File: config.mk
export PLATFORM = sky130hd
export DESIGN_NAME = retire_unit
export DESIGN_NICKNAME = d
export VERILOG_FILES = /design/src/common/retire_pkg.sv /design/src/retire/retire_unit.sv /design/src/retire/retire_ctrl.sv /design/src/retire/exception_tracker.sv /design/src/retire/commit_select.sv /design/src/hdl/packet_fifo.sv
export VERILOG_INCLUDE_DIRS = /design/src /design/src/common
export SDC_FILE = /design/constraint.sdc
export NUM_CORES = 1
export LEC_CHECK = 0
export BUFFER_PORTS_ARGS = -buffer_cell sky130_fd_sc_hd__buf_2
export CORE_UTILIZATION = 65
export DETAILED_ROUTE_END_ITERATION = 6
export PLACE_DENSITY = 0.85
export SYNTH_ARGS = -nofsm -noshare
export SYNTH_HDL_FRONTEND = slang
export SYNTH_SLANG_ARGS = --single-unit
File: constraint.sdc
create_clock -name cpu_clock_i -period 11.2 [get_ports cpu_clock_i]
set_input_delay 0.56 -clock cpu_clock_i [delete_from_list [all_inputs] [get_ports cpu_clock_i]]
set_output_delay 0.56 -clock cpu_clock_i [all_outputs]
set_load 0.02 [all_outputs]
File: src/common/retire_defines.svh
// Retire stage parameters

`ifndef RETIRE_DEFINES_SVH
`define RETIRE_DEFINES_SVH

// Packet buffer holds 2**RT_FIFO_IDX_W packets
`define RT_FIFO_IDX_W 4

// Cycles spent in recovery after a trap
`define RT_RECOVER_CYCLES 16

// Register file widths
`define RT_PREG_W 6
`define RT_AREG_W 5

// Word program counter
`define RT_PC_W 30

// Exception cause
`define RT_CODE_W 4

`endif
File: src/common/retire_pkg.sv
// Retire stage types

`default_nettype none

`include "retire_defines.svh"

package retire_pkg;

    typedef logic [`RT_PREG_W-1:0] preg_t;
    typedef logic [`RT_AREG_W-1:0] areg_t;
    typedef logic [`RT_PC_W-1:0]   pc_t;
    typedef logic [`RT_CODE_W-1:0] code_t;

    // Buffer index followed by the slot bit
    typedef logic [`RT_FIFO_IDX_W:0] rob_tag_t;

    // Tag with the wrap bit in front, for age compares
    typedef logic [`RT_FIFO_IDX_W+1:0] age_tag_t;

    typedef struct packed {
        logic  allocated;
        areg_t arch_reg;
        preg_t old_preg;
        preg_t new_preg;
        logic  excp_valid;
        code_t excp_code;
        logic  is_store;
    } slot_info_t;

    // Slot 1 sits at pc + 1
    typedef struct packed {
        pc_t        pc;
        slot_info_t slot0;
        slot_info_t slot1;
        logic       slot1_valid;
    } retire_packet_t;

    typedef struct packed {
        logic     valid;
        age_tag_t tag;
        code_t    code;
    } excp_report_t;

    typedef struct packed {
        logic  en;
        preg_t preg;
    } free_req_t;

    typedef struct packed {
        pc_t         epc;
        code_t       cause;
        logic [31:0] tval;
    } trap_info_t;

    typedef enum logic [1:0] {
        RT_NORMAL,
        RT_AWAIT,
        RT_RECOVER
    } retire_state_e;

endpackage

`default_nettype wire

File: src/retire/retire_unit.sv
// Retire stage top level

`timescale 1ns/100ps
`default_nettype none

`include "retire_defines.svh"

module retire_unit import retire_pkg::*; (
    input  wire logic           cpu_clock_i,
    input  wire logic           rst_n_i,
    input  wire logic           push_i,
    input  wire retire_packet_t packet_i,
    input  wire logic           done0_i,
    input  wire logic           done1_i,
    input  wire excp_report_t   alu_report_i,
    input  wire excp_report_t   lsu_report_i,
    input  wire logic [31:0]    lsu_addr_i,
    input  wire logic           mem_block_i,
    input  wire logic           icache_idle_i,
    input  wire pc_t            trap_base_i,
    output logic                busy_o,
    output logic [`RT_FIFO_IDX_W:0] alloc_tag_o,
    output rob_tag_t            oldest_tag_o,
    output logic                commit0_o,
    output logic                commit1_o,
    output logic                store0_o,
    output logic                store1_o,
    output free_req_t           free0_o,
    output free_req_t           free1_o,
    output logic                take_exception_o,
    output trap_info_t          trap_o,
    output logic                flush_o,
    output pc_t                 flush_addr_o
);

    retire_packet_t head;
    logic fifo_empty;
    logic fifo_full;
    logic fifo_pop;
    logic [`RT_FIFO_IDX_W:0] rd_ptr;
    logic [`RT_FIFO_IDX_W:0] wr_ptr;
    logic retire_en;
    logic commit_pop;
    logic partial;
    free_req_t sel_free0;
    free_req_t sel_free1;
    logic dec_fault;
    code_t cur_code;
    pc_t cur_pc;
    logic [1:0] slot_hit;
    code_t excp_code;
    logic [31:0] excp_addr;

    assign alloc_tag_o  = wr_ptr;
    assign oldest_tag_o = {rd_ptr[`RT_FIFO_IDX_W-1:0], partial};

    // Pushes arriving during recovery are dropped along with the squashed ones
    packet_fifo u_fifo (
        .cpu_clock_i (cpu_clock_i),
        .rst_n_i     (rst_n_i),
        .push_i      (push_i && !busy_o),
        .data_i      (packet_i),
        .pop_i       (fifo_pop),
        .head_o      (head),
        .empty_o     (fifo_empty),
        .full_o      (fifo_full),
        .rd_ptr_o    (rd_ptr),
        .wr_ptr_o    (wr_ptr)
    );

    commit_select u_commit (
        .cpu_clock_i  (cpu_clock_i),
        .rst_n_i      (rst_n_i),
        .head_i       (head),
        .empty_i      (fifo_empty),
        .retire_en_i  (retire_en),
        .done0_i      (done0_i),
        .done1_i      (done1_i),
        .slot_hit_i   (slot_hit),
        .commit0_o    (commit0_o),
        .commit1_o    (commit1_o),
        .store0_o     (store0_o),
        .store1_o     (store1_o),
        .commit_pop_o (commit_pop),
        .partial_o    (partial),
        .free0_o      (sel_free0),
        .free1_o      (sel_free1),
        .dec_fault_o  (dec_fault),
        .cur_code_o   (cur_code),
        .cur_pc_o     (cur_pc)
    );

    exception_tracker u_tracker (
        .cpu_clock_i  (cpu_clock_i),
        .rst_n_i      (rst_n_i),
        .alu_report_i (alu_report_i),
        .lsu_report_i (lsu_report_i),
        .lsu_addr_i   (lsu_addr_i),
        .head_ptr_i   (rd_ptr),
        .flush_i      (flush_o),
        .slot_hit_o   (slot_hit),
        .excp_code_o  (excp_code),
        .excp_addr_o  (excp_addr)
    );

    retire_ctrl u_ctrl (
        .cpu_clock_i      (cpu_clock_i),
        .rst_n_i          (rst_n_i),
        .empty_i          (fifo_empty),
        .full_i           (fifo_full),
        .mem_block_i      (mem_block_i),
        .icache_idle_i    (icache_idle_i),
        .trap_base_i      (trap_base_i),
        .head_i           (head),
        .commit_pop_i     (commit_pop),
        .partial_i        (partial),
        .free0_i          (sel_free0),
        .free1_i          (sel_free1),
        .dec_fault_i      (dec_fault),
        .cur_code_i       (cur_code),
        .cur_pc_i         (cur_pc),
        .slot_hit_i       (slot_hit),
        .excp_code_i      (excp_code),
        .excp_addr_i      (excp_addr),
        .retire_en_o      (retire_en),
        .pop_o            (fifo_pop),
        .flush_o          (flush_o),
        .busy_o           (busy_o),
        .take_exception_o (take_exception_o),
        .trap_o           (trap_o),
        .flush_addr_o     (flush_addr_o),
        .free0_o          (free0_o),
        .free1_o          (free1_o)
    );

endmodule

`default_nettype wire

File: src/retire/retire_ctrl.sv
// Retire controller FSM

`timescale 1ns/100ps
`default_nettype none

`include "retire_defines.svh"

module retire_ctrl import retire_pkg::*; (
    input  wire logic           cpu_clock_i,
    input  wire logic           rst_n_i,
    input  wire logic           empty_i,
    input  wire logic           full_i,
    input  wire logic           mem_block_i,
    input  wire logic           icache_idle_i,
    input  wire pc_t            trap_base_i,
    input  wire retire_packet_t head_i,
    input  wire logic           commit_pop_i,
    input  wire logic           partial_i,
    input  wire free_req_t      free0_i,
    input  wire free_req_t      free1_i,
    input  wire logic           dec_fault_i,
    input  wire code_t          cur_code_i,
    input  wire pc_t            cur_pc_i,
    input  wire logic [1:0]     slot_hit_i,
    input  wire code_t          excp_code_i,
    input  wire logic [31:0]    excp_addr_i,
    output logic                retire_en_o,
    output logic                pop_o,
    output logic                flush_o,
    output logic                busy_o,
    output logic                take_exception_o,
    output trap_info_t          trap_o,
    output pc_t                 flush_addr_o,
    output free_req_t           free0_o,
    output free_req_t           free1_o
);

    localparam int CNT_W = $clog2(`RT_RECOVER_CYCLES);

    retire_state_e state;
    logic [CNT_W-1:0] rec_cnt;
    logic rec_last;
    logic backend_fault;
    logic trap_partial;
    logic recovering;

    assign recovering = (state == RT_RECOVER);
    assign rec_last   = (rec_cnt == CNT_W'(`RT_RECOVER_CYCLES - 1));

    assign backend_fault = partial_i ? slot_hit_i[1] : slot_hit_i[0];

    assign take_exception_o = (state == RT_NORMAL) && !empty_i && !mem_block_i
                           && (dec_fault_i || backend_fault);

    // Decoded fault has priority over the backend record
    always_comb begin
        trap_o.epc = cur_pc_i;
        if (dec_fault_i) begin
            trap_o.cause = cur_code_i;
            // Fetch misaligned and fetch fault report the byte pc
            trap_o.tval  = (cur_code_i[3:1] == '0) ? {cur_pc_i, 2'b00} : '0;
        end else begin
            trap_o.cause = excp_code_i;
            trap_o.tval  = excp_addr_i;
        end
    end

    always_ff @(posedge cpu_clock_i or negedge rst_n_i) begin
        if (!rst_n_i) begin
            state <= RT_NORMAL;
        end else begin
            case (state)
                RT_NORMAL:  if (take_exception_o) state <= RT_AWAIT;
                RT_AWAIT:   if (icache_idle_i) state <= RT_RECOVER;
                RT_RECOVER: if (rec_last) state <= RT_NORMAL;
                default:    state <= RT_NORMAL;
            endcase
        end
    end

    always_ff @(posedge cpu_clock_i or negedge rst_n_i) begin
        if (!rst_n_i) begin
            rec_cnt      <= '0;
            trap_partial <= 1'b0;
        end else begin
            rec_cnt <= recovering ? rec_cnt + 1'b1 : '0;
            // Slot 0 of the faulting packet may already be retired
            if (take_exception_o) begin
                trap_partial <= partial_i;
            end
        end
    end

    always_ff @(posedge cpu_clock_i) begin
        if (take_exception_o) begin
            flush_addr_o <= trap_base_i;
        end
    end

    // Recovery returns the new registers of every squashed slot
    always_comb begin
        if (recovering) begin
            free0_o.en   = head_i.slot0.allocated && !empty_i
                        && !(trap_partial && (rec_cnt == '0));
            free0_o.preg = head_i.slot0.new_preg;
            free1_o.en   = head_i.slot1.allocated && head_i.slot1_valid && !empty_i;
            free1_o.preg = head_i.slot1.new_preg;
        end else begin
            free0_o = free0_i;
            free1_o = free1_i;
        end
    end

    assign retire_en_o = (state == RT_NORMAL);
    assign flush_o     = recovering;
    assign pop_o       = recovering ? !empty_i : commit_pop_i;
    assign busy_o      = full_i || (state != RT_NORMAL);

endmodule

`default_nettype wire

File: src/retire/exception_tracker.sv
// Oldest backend exception record

`timescale 1ns/100ps
`default_nettype none

`include "retire_defines.svh"

module exception_tracker import retire_pkg::*; (
    input  wire logic                   cpu_clock_i,
    input  wire logic                   rst_n_i,
    input  wire excp_report_t           alu_report_i,
    input  wire excp_report_t           lsu_report_i,
    input  wire logic [31:0]            lsu_addr_i,
    input  wire logic [`RT_FIFO_IDX_W:0] head_ptr_i,
    input  wire logic                   flush_i,
    output logic [1:0]                  slot_hit_o,
    output code_t                       excp_code_o,
    output logic [31:0]                 excp_addr_o
);

    localparam int MSB = $bits(age_tag_t) - 1;

    logic     rec_valid;
    age_tag_t rec_tag;
    logic     lsu_wins;
    age_tag_t win_tag;
    logic     take_new;

    // True when a was allocated before b
    function automatic logic is_older(age_tag_t a, age_tag_t b);
        if (a[MSB] == b[MSB]) begin
            return a[MSB-1:0] < b[MSB-1:0];
        end
        return a[MSB-1:0] > b[MSB-1:0];
    endfunction

    assign lsu_wins = lsu_report_i.valid
                   && (!alu_report_i.valid || is_older(lsu_report_i.tag, alu_report_i.tag));
    assign win_tag  = lsu_wins ? lsu_report_i.tag : alu_report_i.tag;

    assign take_new = (alu_report_i.valid || lsu_report_i.valid) && !flush_i
                   && (!rec_valid || is_older(win_tag, rec_tag));

    always_ff @(posedge cpu_clock_i or negedge rst_n_i) begin
        if (!rst_n_i) begin
            rec_valid <= 1'b0;
        end else if (flush_i) begin
            rec_valid <= 1'b0;
        end else if (take_new) begin
            rec_valid <= 1'b1;
        end
    end

    // ALU faults carry no address
    always_ff @(posedge cpu_clock_i) begin
        if (take_new) begin
            rec_tag     <= win_tag;
            excp_code_o <= lsu_wins ? lsu_report_i.code : alu_report_i.code;
            excp_addr_o <= lsu_wins ? lsu_addr_i : '0;
        end
    end

    assign slot_hit_o[0] = rec_valid && (rec_tag == {head_ptr_i, 1'b0});
    assign slot_hit_o[1] = rec_valid && (rec_tag == {head_ptr_i, 1'b1});

endmodule

`default_nettype wire

File: src/retire/commit_select.sv
// Commit selection for the head packet

`timescale 1ns/100ps
`default_nettype none

module commit_select import retire_pkg::*; (
    input  wire logic           cpu_clock_i,
    input  wire logic           rst_n_i,
    input  wire retire_packet_t head_i,
    input  wire logic           empty_i,
    input  wire logic           retire_en_i,
    input  wire logic           done0_i,
    input  wire logic           done1_i,
    input  wire logic [1:0]     slot_hit_i,
    output logic                commit0_o,
    output logic                commit1_o,
    output logic                store0_o,
    output logic                store1_o,
    output logic                commit_pop_o,
    output logic                partial_o,
    output free_req_t           free0_o,
    output free_req_t           free1_o,
    output logic                dec_fault_o,
    output code_t               cur_code_o,
    output pc_t                 cur_pc_o
);

    slot_info_t s0;
    slot_info_t s1;
    logic fault0;
    logic fault1;

    assign s0 = head_i.slot0;
    assign s1 = head_i.slot1;

    // Either a decode-time fault or a recorded backend fault blocks the slot
    assign fault0 = s0.excp_valid | slot_hit_i[0];
    assign fault1 = s1.excp_valid | slot_hit_i[1];

    assign commit0_o = retire_en_i && !empty_i && !partial_o && done0_i && !fault0;
    assign commit1_o = retire_en_i && !empty_i && head_i.slot1_valid && done1_i && !fault1
                    && (commit0_o || partial_o);

    assign store0_o = commit0_o && s0.is_store;
    assign store1_o = commit1_o && s1.is_store;

    // Packet leaves once its last valid slot has committed
    assign commit_pop_o = (partial_o && commit1_o)
                       || (commit0_o && (!head_i.slot1_valid || commit1_o));

    always_comb begin
        free0_o.en   = commit0_o && s0.allocated && (s0.old_preg != '0);
        free0_o.preg = s0.old_preg;
        free1_o.en   = commit1_o && s1.allocated && (s1.old_preg != '0);
        free1_o.preg = s1.old_preg;
    end

    // Set while slot 0 has retired but slot 1 still waits
    always_ff @(posedge cpu_clock_i or negedge rst_n_i) begin
        if (!rst_n_i) begin
            partial_o <= 1'b0;
        end else if (!retire_en_i) begin
            partial_o <= 1'b0;
        end else if (partial_o) begin
            partial_o <= !commit1_o;
        end else begin
            partial_o <= commit0_o && !commit1_o && head_i.slot1_valid;
        end
    end

    // Oldest uncommitted slot of the head packet
    assign dec_fault_o = partial_o ? s1.excp_valid : s0.excp_valid;
    assign cur_code_o  = partial_o ? s1.excp_code : s0.excp_code;
    assign cur_pc_o    = head_i.pc + pc_t'(partial_o);

endmodule

`default_nettype wire

File: src/hdl/packet_fifo.sv
// Retire packet buffer

`timescale 1ns/100ps
`default_nettype none

`include "retire_defines.svh"

module packet_fifo import retire_pkg::*; (
    input  wire logic                   cpu_clock_i,
    input  wire logic                   rst_n_i,
    input  wire logic                   push_i,
    input  wire retire_packet_t         data_i,
    input  wire logic                   pop_i,
    output retire_packet_t              head_o,
    output logic                        empty_o,
    output logic                        full_o,
    output logic [`RT_FIFO_IDX_W:0]     rd_ptr_o,
    output logic [`RT_FIFO_IDX_W:0]     wr_ptr_o
);

    localparam int IDX_W = `RT_FIFO_IDX_W;
    localparam int DEPTH = 1 << IDX_W;

    retire_packet_t mem [DEPTH];
    logic do_push;
    logic do_pop;

    // Same index with different wrap bits means the writer lapped the reader
    assign full_o  = (rd_ptr_o[IDX_W-1:0] == wr_ptr_o[IDX_W-1:0])
                  && (rd_ptr_o[IDX_W] != wr_ptr_o[IDX_W]);
    assign empty_o = (rd_ptr_o == wr_ptr_o);

    assign do_push = push_i && !full_o;
    assign do_pop  = pop_i && !empty_o;

    always_ff @(posedge cpu_clock_i) begin
        if (do_push) begin
            mem[wr_ptr_o[IDX_W-1:0]] <= data_i;
        end
    end

    always_ff @(posedge cpu_clock_i or negedge rst_n_i) begin
        if (!rst_n_i) begin
            rd_ptr_o <= '0;
            wr_ptr_o <= '0;
        end else begin
            if (do_push) begin
                wr_ptr_o <= wr_ptr_o + 1'b1;
            end
            if (do_pop) begin
                rd_ptr_o <= rd_ptr_o + 1'b1;
            end
        end
    end

    assign head_o = mem[rd_ptr_o[IDX_W-1:0]];

endmodule

`default_nettype wire

# == Yosys cells after proc, flatten, opt, wreduce, memory -nomap -nowiden ==
# Memory sizes are Yosys's and may differ from the RTL's.
# Index checks and enable logic that the tools add are counted.
# classes
n_reduce_logical,63
n_mux,27
bitwise,2
add_sub_neg,4
eq_ne,13
magnitude_cmp,4
# ops
operator,count
$mux 36,1
$logic_and 1x1->1,34
$mux 32,1
$add 30x1->30,1
$mux 1,15
$mux 7,2
$logic_not 1->1,13
$eq 6x6->1,2
$mux 4,3
$reduce_bool 6->1,2
$add 5x1->5 const B,2
$gt 5x5->1,2
$lt 5x5->1,2
$logic_or 1x1->1,8
$mux 2,3
$mux 6,1
$pmux 2 s3,1
$eq 5x5->1,1
$add 4x1->4 const B,1
$eq 4x4->1,1
$eq 4x4->1 const B,1
$logic_not 4->1,1
$ne 2x2->1 const B,2
$reduce_bool 2->1,2
other kinds (9),11
# word_totals
word_cells,125
output_inout_bits,127
memories,1
reg_bits,91
ram_bits,1264
input_bits,170
# mem_list
name,words,width,read_ports,rd_ports_with_merged_regs,write_ports,line,rtl
u_fifo.mem,16,79,1,0,1,packet_fifo.sv:24,retire_packet_t mem [DEPTH];

# == Logic depth before layout (Yosys ltp) ==
# Gate-level depths: netlist of run 1.
# depth
ltp_word,13
ltp_mapped,18

# == Cells and area by module ==
# From an unflattened synthesis of run 1, not the netlist that was laid out.
# hier_totals
cells_unflattened,2673
hier_area_um2,54013.1
# by_module_without_submodules
mod,n_inst,seq_area_each_um2,area_each_um2,cells_per_inst
packet_fifo,1,38206.6,48758.0,2179
retire_ctrl,1,1076.0,2244.7,220
exception_tracker,1,1286.2,2104.5,153
commit_select,1,25.0,884.6,119
retire_unit,1,0.0,21.3,2

# == Least setup slack after synthesis of run 1 ==
# OpenSTA, ideal clock, no wires.
# synth_path
kind,register to register
start,register u_fifo.rd_ptr_o[0]
end,memory u_fifo.mem[3][0] (netlist bit) (enable)
stages_incl_launch_ff,12
setup_slack_ns,3.952
path_buffers,5
arrival_ns,6.668
setup_time_ns,0.581
path_cell_list,dfrtp_1 buf_6 buf_12 buf_8 buf_8 xor2_1 nor4_1 a211oi_1 and2_1 clkbuf_1 nand2_1 nor3_1
# synth_between
elab_chain_len,8
# synth_lines
element,line,rtl
"start, declared",packet_fifo.sv:17,"output logic [`RT_FIFO_IDX_W:0] rd_ptr_o,"
"start signal, assigned",packet_fifo.sv:51,rd_ptr_o <= rd_ptr_o + 1'b1;
$eq 4x4->1 (*),packet_fifo.sv:29,assign full_o = (rd_ptr_o[IDX_W-1:0] == wr_ptr_o[IDX_W-1:0])
$logic_and 1x1->1 (*),packet_fifo.sv:30,&& (rd_ptr_o[IDX_W] != wr_ptr_o[IDX_W]);
$logic_or 1x1->1,retire_ctrl.sv:117,assign busy_o = full_i || (state != RT_NORMAL);
$logic_not 1->1,retire_unit.sv:61,".push_i (push_i && !busy_o),"
$logic_and 1x1->1,retire_unit.sv:61,
$logic_and 1x1->1 (*),packet_fifo.sv:33,assign do_push = push_i && !full_o;
$mux 1 (*),packet_fifo.sv:37,if (do_push) begin
$mux 1 (not written as such) (*),packet_fifo.sv:38,mem[wr_ptr_o[IDX_W-1:0]] <= data_i;
"end, declared",packet_fifo.sv:24,
# Mark *: on every way between the ends. The rest lies on a longest branch, timed or not.

==> results of run 1 <==
## final timing paths
check,endpoint,slack (ns),depth (start not counted)
worst min register to register,u_ctrl.rec_cnt[0],0.53,1
worst max-delay path,free1_o[6],4.51,11
worst min-delay path,u_ctrl.flush_addr_o[16],0.07,1
min in group asynchronous,u_fifo.wr_ptr_o[0],0.40,2
max in group asynchronous,u_fifo.rd_ptr_o[3],10.36,2
worst max register to register,u_fifo.mem[9][77],5.25,8
## power by group through the flow
| stage | Sequential (W) | Combinational [W] | Clock, W |
|---|---|---|---|
| global route | 0.00576 | 0.00504 | 0.00405 |
| floorplan | 0.00566 | 0.00344 | 0 |
| detailed placement | 0.00580 | 0.00469 | 0 |
| finish | 0.00573 | 0.00482 | 0.00387 |
| CTS | 0.00573 | 0.00481 | 0.00390 |
| global placement | 0.00576 | 0.00456 | 0 |
## synth_stat cells (all sizes together) (7+ instances only)
cell type / number
edfxtp: 1176
mux4: 302
nand2: 86
buf: 78
and2: 50
a22oi: 44
nor2: 32
clkbuf: 31
mux2i: 31
xnor2: 30
a22o: 25
inv: 25
o21ai: 23
dfrtp: 19
ha: 19
nand3: 18
xor2: 18
a21oi: 14
a221oi: 14
mux2: 13
nand4: 11
nor3: 7
## per-layer routing
layer  share of wire, %  up-vias  track usage (%)
met3                 10      352             7.35
met2                 51     1845             54.7
met5              0.052        -                0
met1                 34    12500             40.9
met4                4.1       10             13.5
li1                   -     9646                -
## repair_timing
action / 4_1_cts / 5_1_grt
setup endpoints to repair: 0 / 0
hold endpoints to repair: 19 / 0
hold buffers: 1 / 0
## sequential cells by signal, indices dropped and copies added (netlist names)
register,cells
u_commit.partial_o,1
u_ctrl.trap_partial,1
u_ctrl.state,2
u_ctrl.flush_addr_o,30
u_tracker.excp_addr_o,32
u_fifo.rd_ptr_o,5
u_tracker.excp_code_o,4
u_tracker.rec_tag,6
u_tracker.rec_valid,1
u_ctrl.rec_cnt,4
u_fifo.mem,1104
u_fifo.wr_ptr_o,5
## cell families after synthesis
group | count (synthesis) | synth area share [%]
xor+xnor | 48 | 0.893
buf+inv | 136 | 1.88
flops | 1195 | 76.0
mux | 346 | 15.7
compound gates | 149 | 2.38
fa+ha+maj | 19 | 0.505
simple gates | 241 | 2.64
## through the flow
| step | utilization [%] | instance area, µm² | hold slack (ns) | cells |
|---|---|---|---|---|
| floorplan | - | 47100 | 0.264 | 2134 |
| global placement | 69.0 | 49400 | 0.471 | 3305 |
| detailed placement | 69.0 | 49400 | 0.502 | 3305 |
| CTS | 74.2 | 53100 | 0.0341 | 3516 |
| global route | 74.2 | 53200 | 0.0445 | 3521 |
| finish | 74.2 | 53200 | 0.0701 | 3524 |
## area by class of cell
cell class	instances	area, µm²	area share, %
multi-input combinational	803	10500	19.8
clock inverter	71	752	1.41
tap	950	1190	2.24
inverter	27	101	0.191
antenna	8	20.0	0.0377
sequential	1195	35800	67.3
clock buffer	139	2990	5.62
timing repair buffer	331	1770	3.33
## worst reg2reg max path, cell delays in order, from the launching register on
cell	delay (ns)
sky130_fd_sc_hd__dfrtp_4	0.98
sky130_fd_sc_hd__buf_4	0.73
sky130_fd_sc_hd__xor2_1	0.26
sky130_fd_sc_hd__nor4_1	0.18
sky130_fd_sc_hd__a211oi_1	0.82
sky130_fd_sc_hd__and2_1	0.41
sky130_fd_sc_hd__nand2_1	0.30
sky130_fd_sc_hd__nor2_4	0.95
sky130_fd_sc_hd__buf_4	0.87
==> summary.md, run 1 <==
Placement
- 286 — Port Buffers
- 60.9 mm — hpwl dp
- 5.31 ns — pre-CTS worst setup slack
- 0.861 — gpl congestion

Clock tree
- 0.68 ns — Clock Latency Late Sink
- 3 — Max H-tree Level
- done — CTS tree
- 1195 — number of clock sinks seen by CTS
- sky130_fd_sc_hd__clkbuf_16 — CTS Root Buffer Type
- 0 — number of resized instances in the post-cts repair step
- 112 — number of CTS-inserted buffers
- 0 — Post-CTS Repair Setup Buffers
- 0.06 ns — clock-pin transition on the worst setup and hold timing paths
- 3 — deepest clock path buffer count

STA
- 150 MHz — Fmax achieved
- 0.0229 ns — worst clock skew
- 4.51 ns — minimum setup slack in the final design
- 0 — max-slew violation total from the final report
- 1.29 ns — Worst-Margin Slew
- 0 — final setup vio count
- 13.0% — worst slew margin relative to its limit
- 59.7% — final worst path period share
- 0 ns — total negative setup slack
- 6.69 ns — minimum period implied by the final worst setup slack
- false — setup repair after global routing missed its margin
- 0 — hold violation total from the final report

Drt
- 33.3 µm — Wirelength per Cell
- 0 — DRT antenna net count
- 3082 — drt initial violations
- 6.92 — routed vias/inst
- 117 mm — DRT Wirelength
- 7 — number of iterations in the first detailed-routing pass
- 24400 — DR vias
- 0 — number of design rule violations left after detail routing

Global routing
- 32.4% — Total GRT Usage
- 25400 — number of global-route vias before repair
- 0 — total congestion overflow after global routing
- 65 — maximum number of pins on one net before global-route repair
- 168 mm — first-pass GRT wire length
- 14 — number of antenna violations at the first check in global routing

Worst setup path
- u_fifo.rd_ptr_o[0] — crit path launch
- buf_4, buf_4, mux4_2, and2_1, o21ai_0, nand4_1, nor2_1, o21a_1, o31ai_1, a21boi_1, buf_2 — cell breakdown of the critical path
- buffers and inverters — category of cells accounting for the largest share of critical-path delay
- sky130_fd_sc_hd__dfrtp_4 — crit path max-delay cell type
- 6.13 ns — Critical Path AT
- 10.64 ns — Crit path required time
- 51 — crit path max fanout
- 3 — sum of buffers and inverters on the critical path
- sky130_fd_sc_hd__buf_4 — most numerous cell on the critical path
- output pin — crit path capture type
- register to output pin — Crit Path Category
- register — kind of start point of the critical path
- 0.98 ns — largest stage delay on the critical path
- u_fifo.rd_ptr_o[0] — startpoint of the worst-slack reg-to-reg timing path

Final layout
- 2659 — final layout net count
- 1176 x sky130_fd_sc_hd__edfxtp_1, 286 x sky130_fd_sc_hd__buf_2, 272 x sky130_fd_sc_hd__mux4_2 — highest-count cells in the layout ignoring fill and taps
- sky130_fd_sc_hd__edfxtp_1 — most common library cell in the layout ignoring fill and taps
- 31.8% — layout cells sized above 1
- 13.0% — P&R area growth vs syn
- 3748 — total of fill cells in the finished design

Min path
- trap_base_i[16] — worst min-delay path startpoint
- input pin to register — worst min-delay path category

Synth
- 1.59% — share of flip-flops with an asynchronous set or reset
- 0.0471 mm² — cell area after synthesis
- 67 — Netlist cell types
- 75.0% — share of Yosys cell area claimed by the top area cell type
- sky130_fd_sc_hd__edfxtp_1 — leading area contributor after synthesis
- sky130_fd_sc_hd__edfxtp_1 — Synth Flop Type
- 76.0% — sequential-to-total area share from yosys stat
- 22.1 µm² — mean post-synth cell area
- 1176 — number of enable flip-flop cells after synthesis
- 1195 — number of synthesized register bits
- 2134 — instance count of the mapped netlist
- 2323 — Mapped Nets
- 0 — yosys synthesis warning count
- sky130_fd_sc_hd__edfxtp_1 75%, sky130_fd_sc_hd__mux4_2 13%, sky130_fd_sc_hd__mux4_1 1.7% — dominant cells by area after synthesis

Power and ir drop
- 33.4% — Logic pwr share
- 292 µV — Max VDD drop
- 33.7% — switching part of the total power
- 271 mW/mm² — cell area power density
- 26.8% — portion of total power attributed to the clock network
- 39.7% — sequential power share
- 17.7 nW — cell leakage power
- 0.0144 W — PnR Total Power
- 0.00486 W — switching power
- 0.00957 W — cell-internal power

Status
- finished clean — result of the run

Job
- 0 — max-capacitance violation count

Die
- 297 — number of I/O pins
- 0.0716 mm² — Core Box Area
- 0.0735 mm² — Die ar.
- 271 µm — horizontal die dimension
- 98 — placement row count
- 65.7% — Initial Util
- 271 µm — Die Span Y

Power figures use the tool's default switching activity.
==> inputs of run 2 (changes only) <==
--- a/config.mk
+++ b/config.mk
@@ -7,9 +7,9 @@
 export NUM_CORES = 1
 export LEC_CHECK = 0
 export BUFFER_PORTS_ARGS = -buffer_cell sky130_fd_sc_hd__buf_2
-export CORE_UTILIZATION = 65
+export CORE_UTILIZATION = 60
 export DETAILED_ROUTE_END_ITERATION = 6
-export PLACE_DENSITY = 0.85
+export PLACE_DENSITY = 0.79
 export SYNTH_ARGS = -nofsm -noshare
 export SYNTH_HDL_FRONTEND = slang
 export SYNTH_SLANG_ARGS = --single-unit
==> constraint.sdc (replaced) <==
create_clock -name cpu_clock_i -period 6.87 [get_ports cpu_clock_i]
set_input_delay 0.3435 -clock cpu_clock_i [delete_from_list [all_inputs] [get_ports cpu_clock_i]]
set_output_delay 0.3435 -clock cpu_clock_i [all_outputs]
set_load 0.02 [all_outputs]
==> summary.md, run 2 (synthesis gave the netlist of run 1 again) <==
Clock tree
- 0.06 ns — clock-pin transition on the worst setup and hold timing paths, about the same
- 3 — deepest clock path buffer count, unchanged
- 1195 — number of clock sinks seen by CTS, unchanged
- 0 — Post-CTS Repair Setup Buffers, unchanged
- sky130_fd_sc_hd__clkbuf_16 — CTS Root Buffer Type
- 3 — Max H-tree Level, unchanged
- done — CTS tree
- 112 — number of CTS-inserted buffers, unchanged
- 0.68 ns — Clock Latency Late Sink, about the same

Final layout
- 1104 — number of flip-flops in the largest register, unchanged
- 3689 — non-filler cells in the finished layout, +4.7%
- 1176 x sky130_fd_sc_hd__edfxtp_1, 286 x sky130_fd_sc_hd__buf_2, 272 x sky130_fd_sc_hd__mux4_2 — highest-count cells in the layout ignoring fill and taps
- 14.6% — P&R area growth vs syn
- 31.0% — layout cells sized above 1, -0.84 points
- sky130_fd_sc_hd__edfxtp_1 — most common library cell in the layout ignoring fill and taps
- 2736 — final layout net count, +2.9%

Worst setup path
- output pin — crit path capture type
- 113 — crit path max fanout, +120%
- register — kind of start point of the critical path
- 5.59 ns — Critical Path AT, -0.54 ns
- register to output pin — Crit Path Category
- 6.53 ns — Crit path required time, -4.11 ns

STA
- 5.93 ns — minimum period implied by the final worst setup slack
- 0.939 ns — minimum setup slack in the final design, -3.57 ns
- 23.9% — worst slew margin relative to its limit, +11 points
- 0 — final setup vio count, unchanged
- 0 ns — total negative setup slack, unchanged
- 1.14 ns — Worst-Margin Slew, -0.152 ns
- 169 MHz — Fmax achieved
- 0 — max-slew violation total from the final report, unchanged
- 0.0235 ns — worst clock skew, +0.000574 ns
- 86.3% — final worst path period share
- false — setup repair after global routing missed its margin
- 0 — hold violation total from the final report, unchanged

Drt
- 6 — number of iterations in the first detailed-routing pass, -1
- 2768 — drt initial violations, -10%
- 116 mm — DRT Wirelength, -1.3%
- 0 — DRT antenna net count, unchanged
- 24300 — DR vias, -0.43%
- 0 — number of design rule violations left after detail routing, unchanged
- 31.4 µm — Wirelength per Cell, -5.7%
- 6.58 — routed vias/inst, -4.9%

Power and ir drop
- 0.0231 W — PnR Total Power, +60%
- 17.9 nW — cell leakage power, +1.4%
- 348 µV — Max VDD drop, +19%
- 40.2% — sequential power share, +0.5 points
- 0.0152 W — cell-internal power, +59%
- 428 mW/mm² — cell area power density, +58%
- 33.9% — switching part of the total power, +0.23 points
- 34.4% — Logic pwr share, +1.0 points
- 0.00783 W — switching power, +61%
- 25.4% — portion of total power attributed to the clock network, -1.4 points

Global routing
- 22 — number of antenna violations at the first check in global routing, +8
- 164 mm — first-pass GRT wire length, -2.5%
- 24800 — number of global-route vias before repair, -2.2%
- 114 — maximum number of pins on one net before global-route repair, +75%
- 0 — total congestion overflow after global routing, unchanged
- 29.4% — Total GRT Usage, -3.0 points

Placement
- 62.6 mm — hpwl dp, +2.9%
- 286 — Port Buffers, unchanged
- 3403 — placed insts, +3.0%
- 0.849 — gpl congestion, -1.4%
- 1.63 ns — pre-CTS worst setup slack, -3.68 ns

Die
- 0.0776 mm² — Core Box Area, +8.4%
- 297 — number of I/O pins, unchanged
- 102 — placement row count, +4.1%
- 60.7% — Initial Util, -5.1 points
- 0.0796 mm² — Die ar., +8.3%
- 282 µm — Die Span Y, +4.1%
- 282 µm — horizontal die dimension, +4.1%

Status
- finished clean — result of the run

Job
- 0 — max-capacitance violation count, unchanged

Min path
- input pin to register — worst min-delay path category

run 2: repair_timing:
action                    in CTS  in global routing
resized for setup              0                  0
hold endpoints to repair      85                  1
hold buffers                  69                  1
run 2: metal layers:
layer	GRT usage [%]	vias up	share of wire, %
met3	7.33	256	11
met1	38.3	12500	36
met4	10.5	16	3.3
met5	0	-	0.091
met2	48.6	1661	50
li1	-	9806	-
run 2: power groups by stage:
stage                     Clock [W]  Combinational, W  Sequential [W]
after floorplan                   0           0.00562         0.00922
after global placement            0           0.00764         0.00936
after detailed placement          0           0.00777         0.00940
after CTS                   0.00594           0.00791         0.00927
after global routing        0.00619           0.00836         0.00933
final                       0.00587           0.00794         0.00927
run 2: final cells by class:
cell class,count,area (µm²)
Sequential cell,1195,35800
Fill cell,4523,23700
Multi-Input combinational cell,803,10600
Clock buffer,150,3080
Timing Repair Buffer,408,2650
Tap cell,1040,1300
Clock inverter,56,385
Inverter,27,101
Antenna cell,10,25.0
run 2: final timing paths:
kind	from	to	slack [ns]	depth (start not counted)
setup / recovery	u_fifo.rd_ptr_o[1]	take_exception_o	0.94	10
hold / removal	packet_i[60]	u_fifo.mem[4][60]	0.04	1
setup reg to reg	u_fifo.rd_ptr_o[1]	u_fifo.mem[11][26]	1.37	8
hold reg to reg	u_ctrl.rec_cnt[0]	u_ctrl.rec_cnt[0]	0.49	1
max in group asynchronous	rst_n_i	u_fifo.rd_ptr_o[0]	6.24	2
min in group asynchronous	rst_n_i	u_fifo.wr_ptr_o[1]	0.21	2
run 2: metrics by stage:
step	area, µm²	hold WS (ns)	utilization (%)
2_1_floorplan	47100	0.0479	-
3_5_place_dp	49700	0.337	64.1
4_1_cts	53900	0.000264	69.4
6_report	53900	0.0359	69.5
5_1_grt	53900	0.00863	69.5
3_3_place_gp	49700	0.323	64.1
run 2: critical path, stage by stage, from the launching register on:
cell and delay, ns:
sky130_fd_sc_hd__dfrtp_4 1.01, sky130_fd_sc_hd__buf_12 0.62, sky130_fd_sc_hd__mux4_2 0.33, sky130_fd_sc_hd__and2_1 0.14
sky130_fd_sc_hd__o21ai_0 0.13, sky130_fd_sc_hd__nand3_1 0.23, sky130_fd_sc_hd__nand2_2 0.54, sky130_fd_sc_hd__o31a_1 0.30
sky130_fd_sc_hd__nor3b_2 0.85, sky130_fd_sc_hd__buf_4 0.45, sky130_fd_sc_hd__buf_2 0.23
==> inputs of run 3 (changes only) <==
==> constraint.sdc (replaced) <==
create_clock -name cpu_clock_i -period 6.2 [get_ports cpu_clock_i]
set_input_delay 0.31 -clock cpu_clock_i [delete_from_list [all_inputs] [get_ports cpu_clock_i]]
set_output_delay 0.31 -clock cpu_clock_i [all_outputs]
set_load 0.02 [all_outputs]
==> summary.md, run 3 (synthesis gave the netlist of run 1 again) <==
Status
- finished clean — result of the run

Clock tree
- 3 — Max H-tree Level, unchanged
- sky130_fd_sc_hd__clkbuf_16 — CTS Root Buffer Type
- 1195 — number of clock sinks seen by CTS, unchanged
- 113 — number of CTS-inserted buffers, +0.89%
- done — CTS tree
- 0 — number of resized instances in the post-cts repair step, unchanged
- 3 — deepest clock path buffer count, unchanged
- 139 — hold-fix buffer count after cts, +100%
- 0.68 ns — Clock Latency Late Sink, about the same
- 0.06 ns — clock-pin transition on the worst setup and hold timing paths, about the same
- 0 — Post-CTS Repair Setup Buffers, unchanged

Power and ir drop
- 463 µV — Max VDD drop, +33%
- 469 mW/mm² — cell area power density, +9.7%
- 18.3 nW — cell leakage power, +2.0%

Final layout
- 1104 — number of flip-flops in the largest register, unchanged
- sky130_fd_sc_hd__edfxtp_1 — most common library cell in the layout ignoring fill and taps
- 1176 x sky130_fd_sc_hd__edfxtp_1, 286 x sky130_fd_sc_hd__buf_2, 272 x sky130_fd_sc_hd__mux4_2 — highest-count cells in the layout ignoring fill and taps
- 16.3% — P&R area growth vs syn
- 2815 — final layout net count, +2.9%
- 30.3% — layout cells sized above 1, -0.71 points

STA
- 5.53 ns — minimum period implied by the final worst setup slack
- 0.665 ns — minimum setup slack in the final design, -0.274 ns
- false — setup repair after global routing missed its margin
- 181 MHz — Fmax achieved
- 0 — max-slew violation total from the final report, unchanged
- 89.3% — final worst path period share
- 0 ns — total negative setup slack, unchanged
- 30.0% — worst slew margin relative to its limit, +6.1 points
- 0.0300 ns — worst clock skew, +0.00645 ns
- 0.0238 ns — Final Hold Slack, -0.0121 ns
- 0 — final setup vio count, unchanged
- 1.04 ns — Worst-Margin Slew, -0.0971 ns
- 0 — hold violation total from the final report, unchanged

Drt
- 0 — number of design rule violations left after detail routing, unchanged
- 6.50 — routed vias/inst, -1.2%
- 116 mm — DRT Wirelength, about the same
- 30.7 µm — Wirelength per Cell, -2.1%
- 5 — number of iterations in the first detailed-routing pass, -1
- 0 — DRT antenna net count, unchanged
- 24500 — DR vias, +0.85%
- 2895 — drt initial violations, +4.6%

Worst setup path
- u_fifo.rd_ptr_o[1] — crit path launch
- 1.53 ns — slack of the worst reg-to-reg path, +0.16 ns
- 66 — crit path max fanout, -42%
- output pin — crit path capture type
- sky130_fd_sc_hd__dfrtp_4 — crit path max-delay cell type
- 8 — cell count of the worst reg-to-reg path, unchanged
- and2_1, a221oi_1, o21ai_0, nand3_1, nand2_2, o31a_1, nor3b_2, buf_4, buf_2 — cell breakdown of the critical path
- 2 — sum of buffers and inverters on the critical path, -1
- 0.83 ns — largest stage delay on the critical path, -0.18 ns
- simple AND/OR/NAND/NOR gates — category of cells accounting for the largest share of critical-path delay
- 5.89 ns — Crit path required time, -0.64 ns
- register — kind of start point of the critical path
- u_fifo.rd_ptr_o[1] — startpoint of the worst-slack reg-to-reg timing path
- 5.22 ns — Critical Path AT, -0.37 ns
- u_ctrl.flush_addr_o[3] — worst reg2reg endpoint
- register to output pin — Crit Path Category

Die
- 0.0776 mm² — Core Box Area, unchanged
- 60.7% — Initial Util, unchanged
- 0.0796 mm² — Die ar., unchanged
- 282 µm — horizontal die dimension, unchanged
- 282 µm — Die Span Y, unchanged
- 297 — number of I/O pins, unchanged
- 102 — placement row count, unchanged

Job
- 0 — max-capacitance violation count, unchanged

Global routing
- 29.4% — Total GRT Usage, +0.068 points
- 0 — total congestion overflow after global routing, unchanged
- 11 — number of antenna violations at the first check in global routing, -50%
- 70 — maximum number of pins on one net before global-route repair, -39%
- 165 mm — first-pass GRT wire length, +0.87%
- 25000 — number of global-route vias before repair, +0.82%

Min path
- packet_i[26] — worst min-delay path startpoint
- 1 — Min-Delay Path Depth, unchanged
- u_fifo.mem[0][26] — end point of the most critical hold path
- input pin to register — worst min-delay path category

Placement
- 0.831 — gpl congestion, -2.2%
- 286 — Port Buffers, unchanged
- 1.50 ns — pre-CTS worst setup slack, -0.127 ns
- 62.0 mm — hpwl dp, -0.93%

[run 3: changes by cell type in the layout (fill, tap and decap cells not counted), moves of 3 or more]
cell,before,now
sky130_fd_sc_hd__buf_12,10,17
sky130_fd_sc_hd__clkinv_1,24,27
sky130_fd_sc_hd__diode_2,10,4
sky130_fd_sc_hd__dlygate4sd3_1,70,139
[run 3: metrics by stage]
step	util (%)	cells	total power (W)	area, µm²
after floorplan	-	2134	0.0164	47100
after global placement	64.3	3412	0.0189	49900
after detailed placement	64.3	3412	0.0191	49900
after CTS	70.6	3761	0.0257	54700
after global routing	70.6	3765	0.0266	54800
final	70.6	3765	0.0257	54800
[run 3: worst register-to-register path: cells and delay by family (launching register included)]
family                 cells  cell delay [ns]
DFF                        1             0.83
and+or+nand+nor            4             1.98
AOI/OAI and AO/OA          3             1.01
buffers and inverters      1             0.48
[run 3: worst max-delay path by stage]
stage / endpoint / slack, ns / cells after the start
floorplan: u_tracker.excp_addr_o[0] / 0.63 / 17
CTS: take_exception_o / 0.74 / 9
finish: take_exception_o / 0.67 / 9
global placement: u_tracker.excp_addr_o[22] / 1.60 / 19
detailed placement: take_exception_o / 1.50 / 9
global route: take_exception_o / 0.49 / 9
[run 3: routing by layer]
layer | track usage [%] | wire (µm) | up-vias
met5 | 0 | 66 | -
met4 | 11.1 | 4290 | 12
met3 | 7.29 | 12800 | 250
met2 | 48.3 | 57100 | 1596
met1 | 38.6 | 41400 | 12700
li1 | - | - | 9941
[run 3: cell type report]
| class | instances | area (µm²) |
|---|---|---|
| flip-flops and latches | 1195 | 35800 |
| fillers | 4452 | 22800 |
| multi-input cells | 803 | 10600 |
| repair buffers | 486 | 3490 |
| clock buffers | 152 | 3070 |
| well taps | 1040 | 1300 |
| clock inverters | 58 | 410 |
| inverters | 27 | 101 |
| diodes | 4 | 10.0 |
[run 3: power breakdown]
group          internal, W  switching [W]  total [W]
combinational      0.00358        0.00528    0.00886
sequential         0.00974       0.000575     0.0103
clock              0.00366        0.00287    0.00653
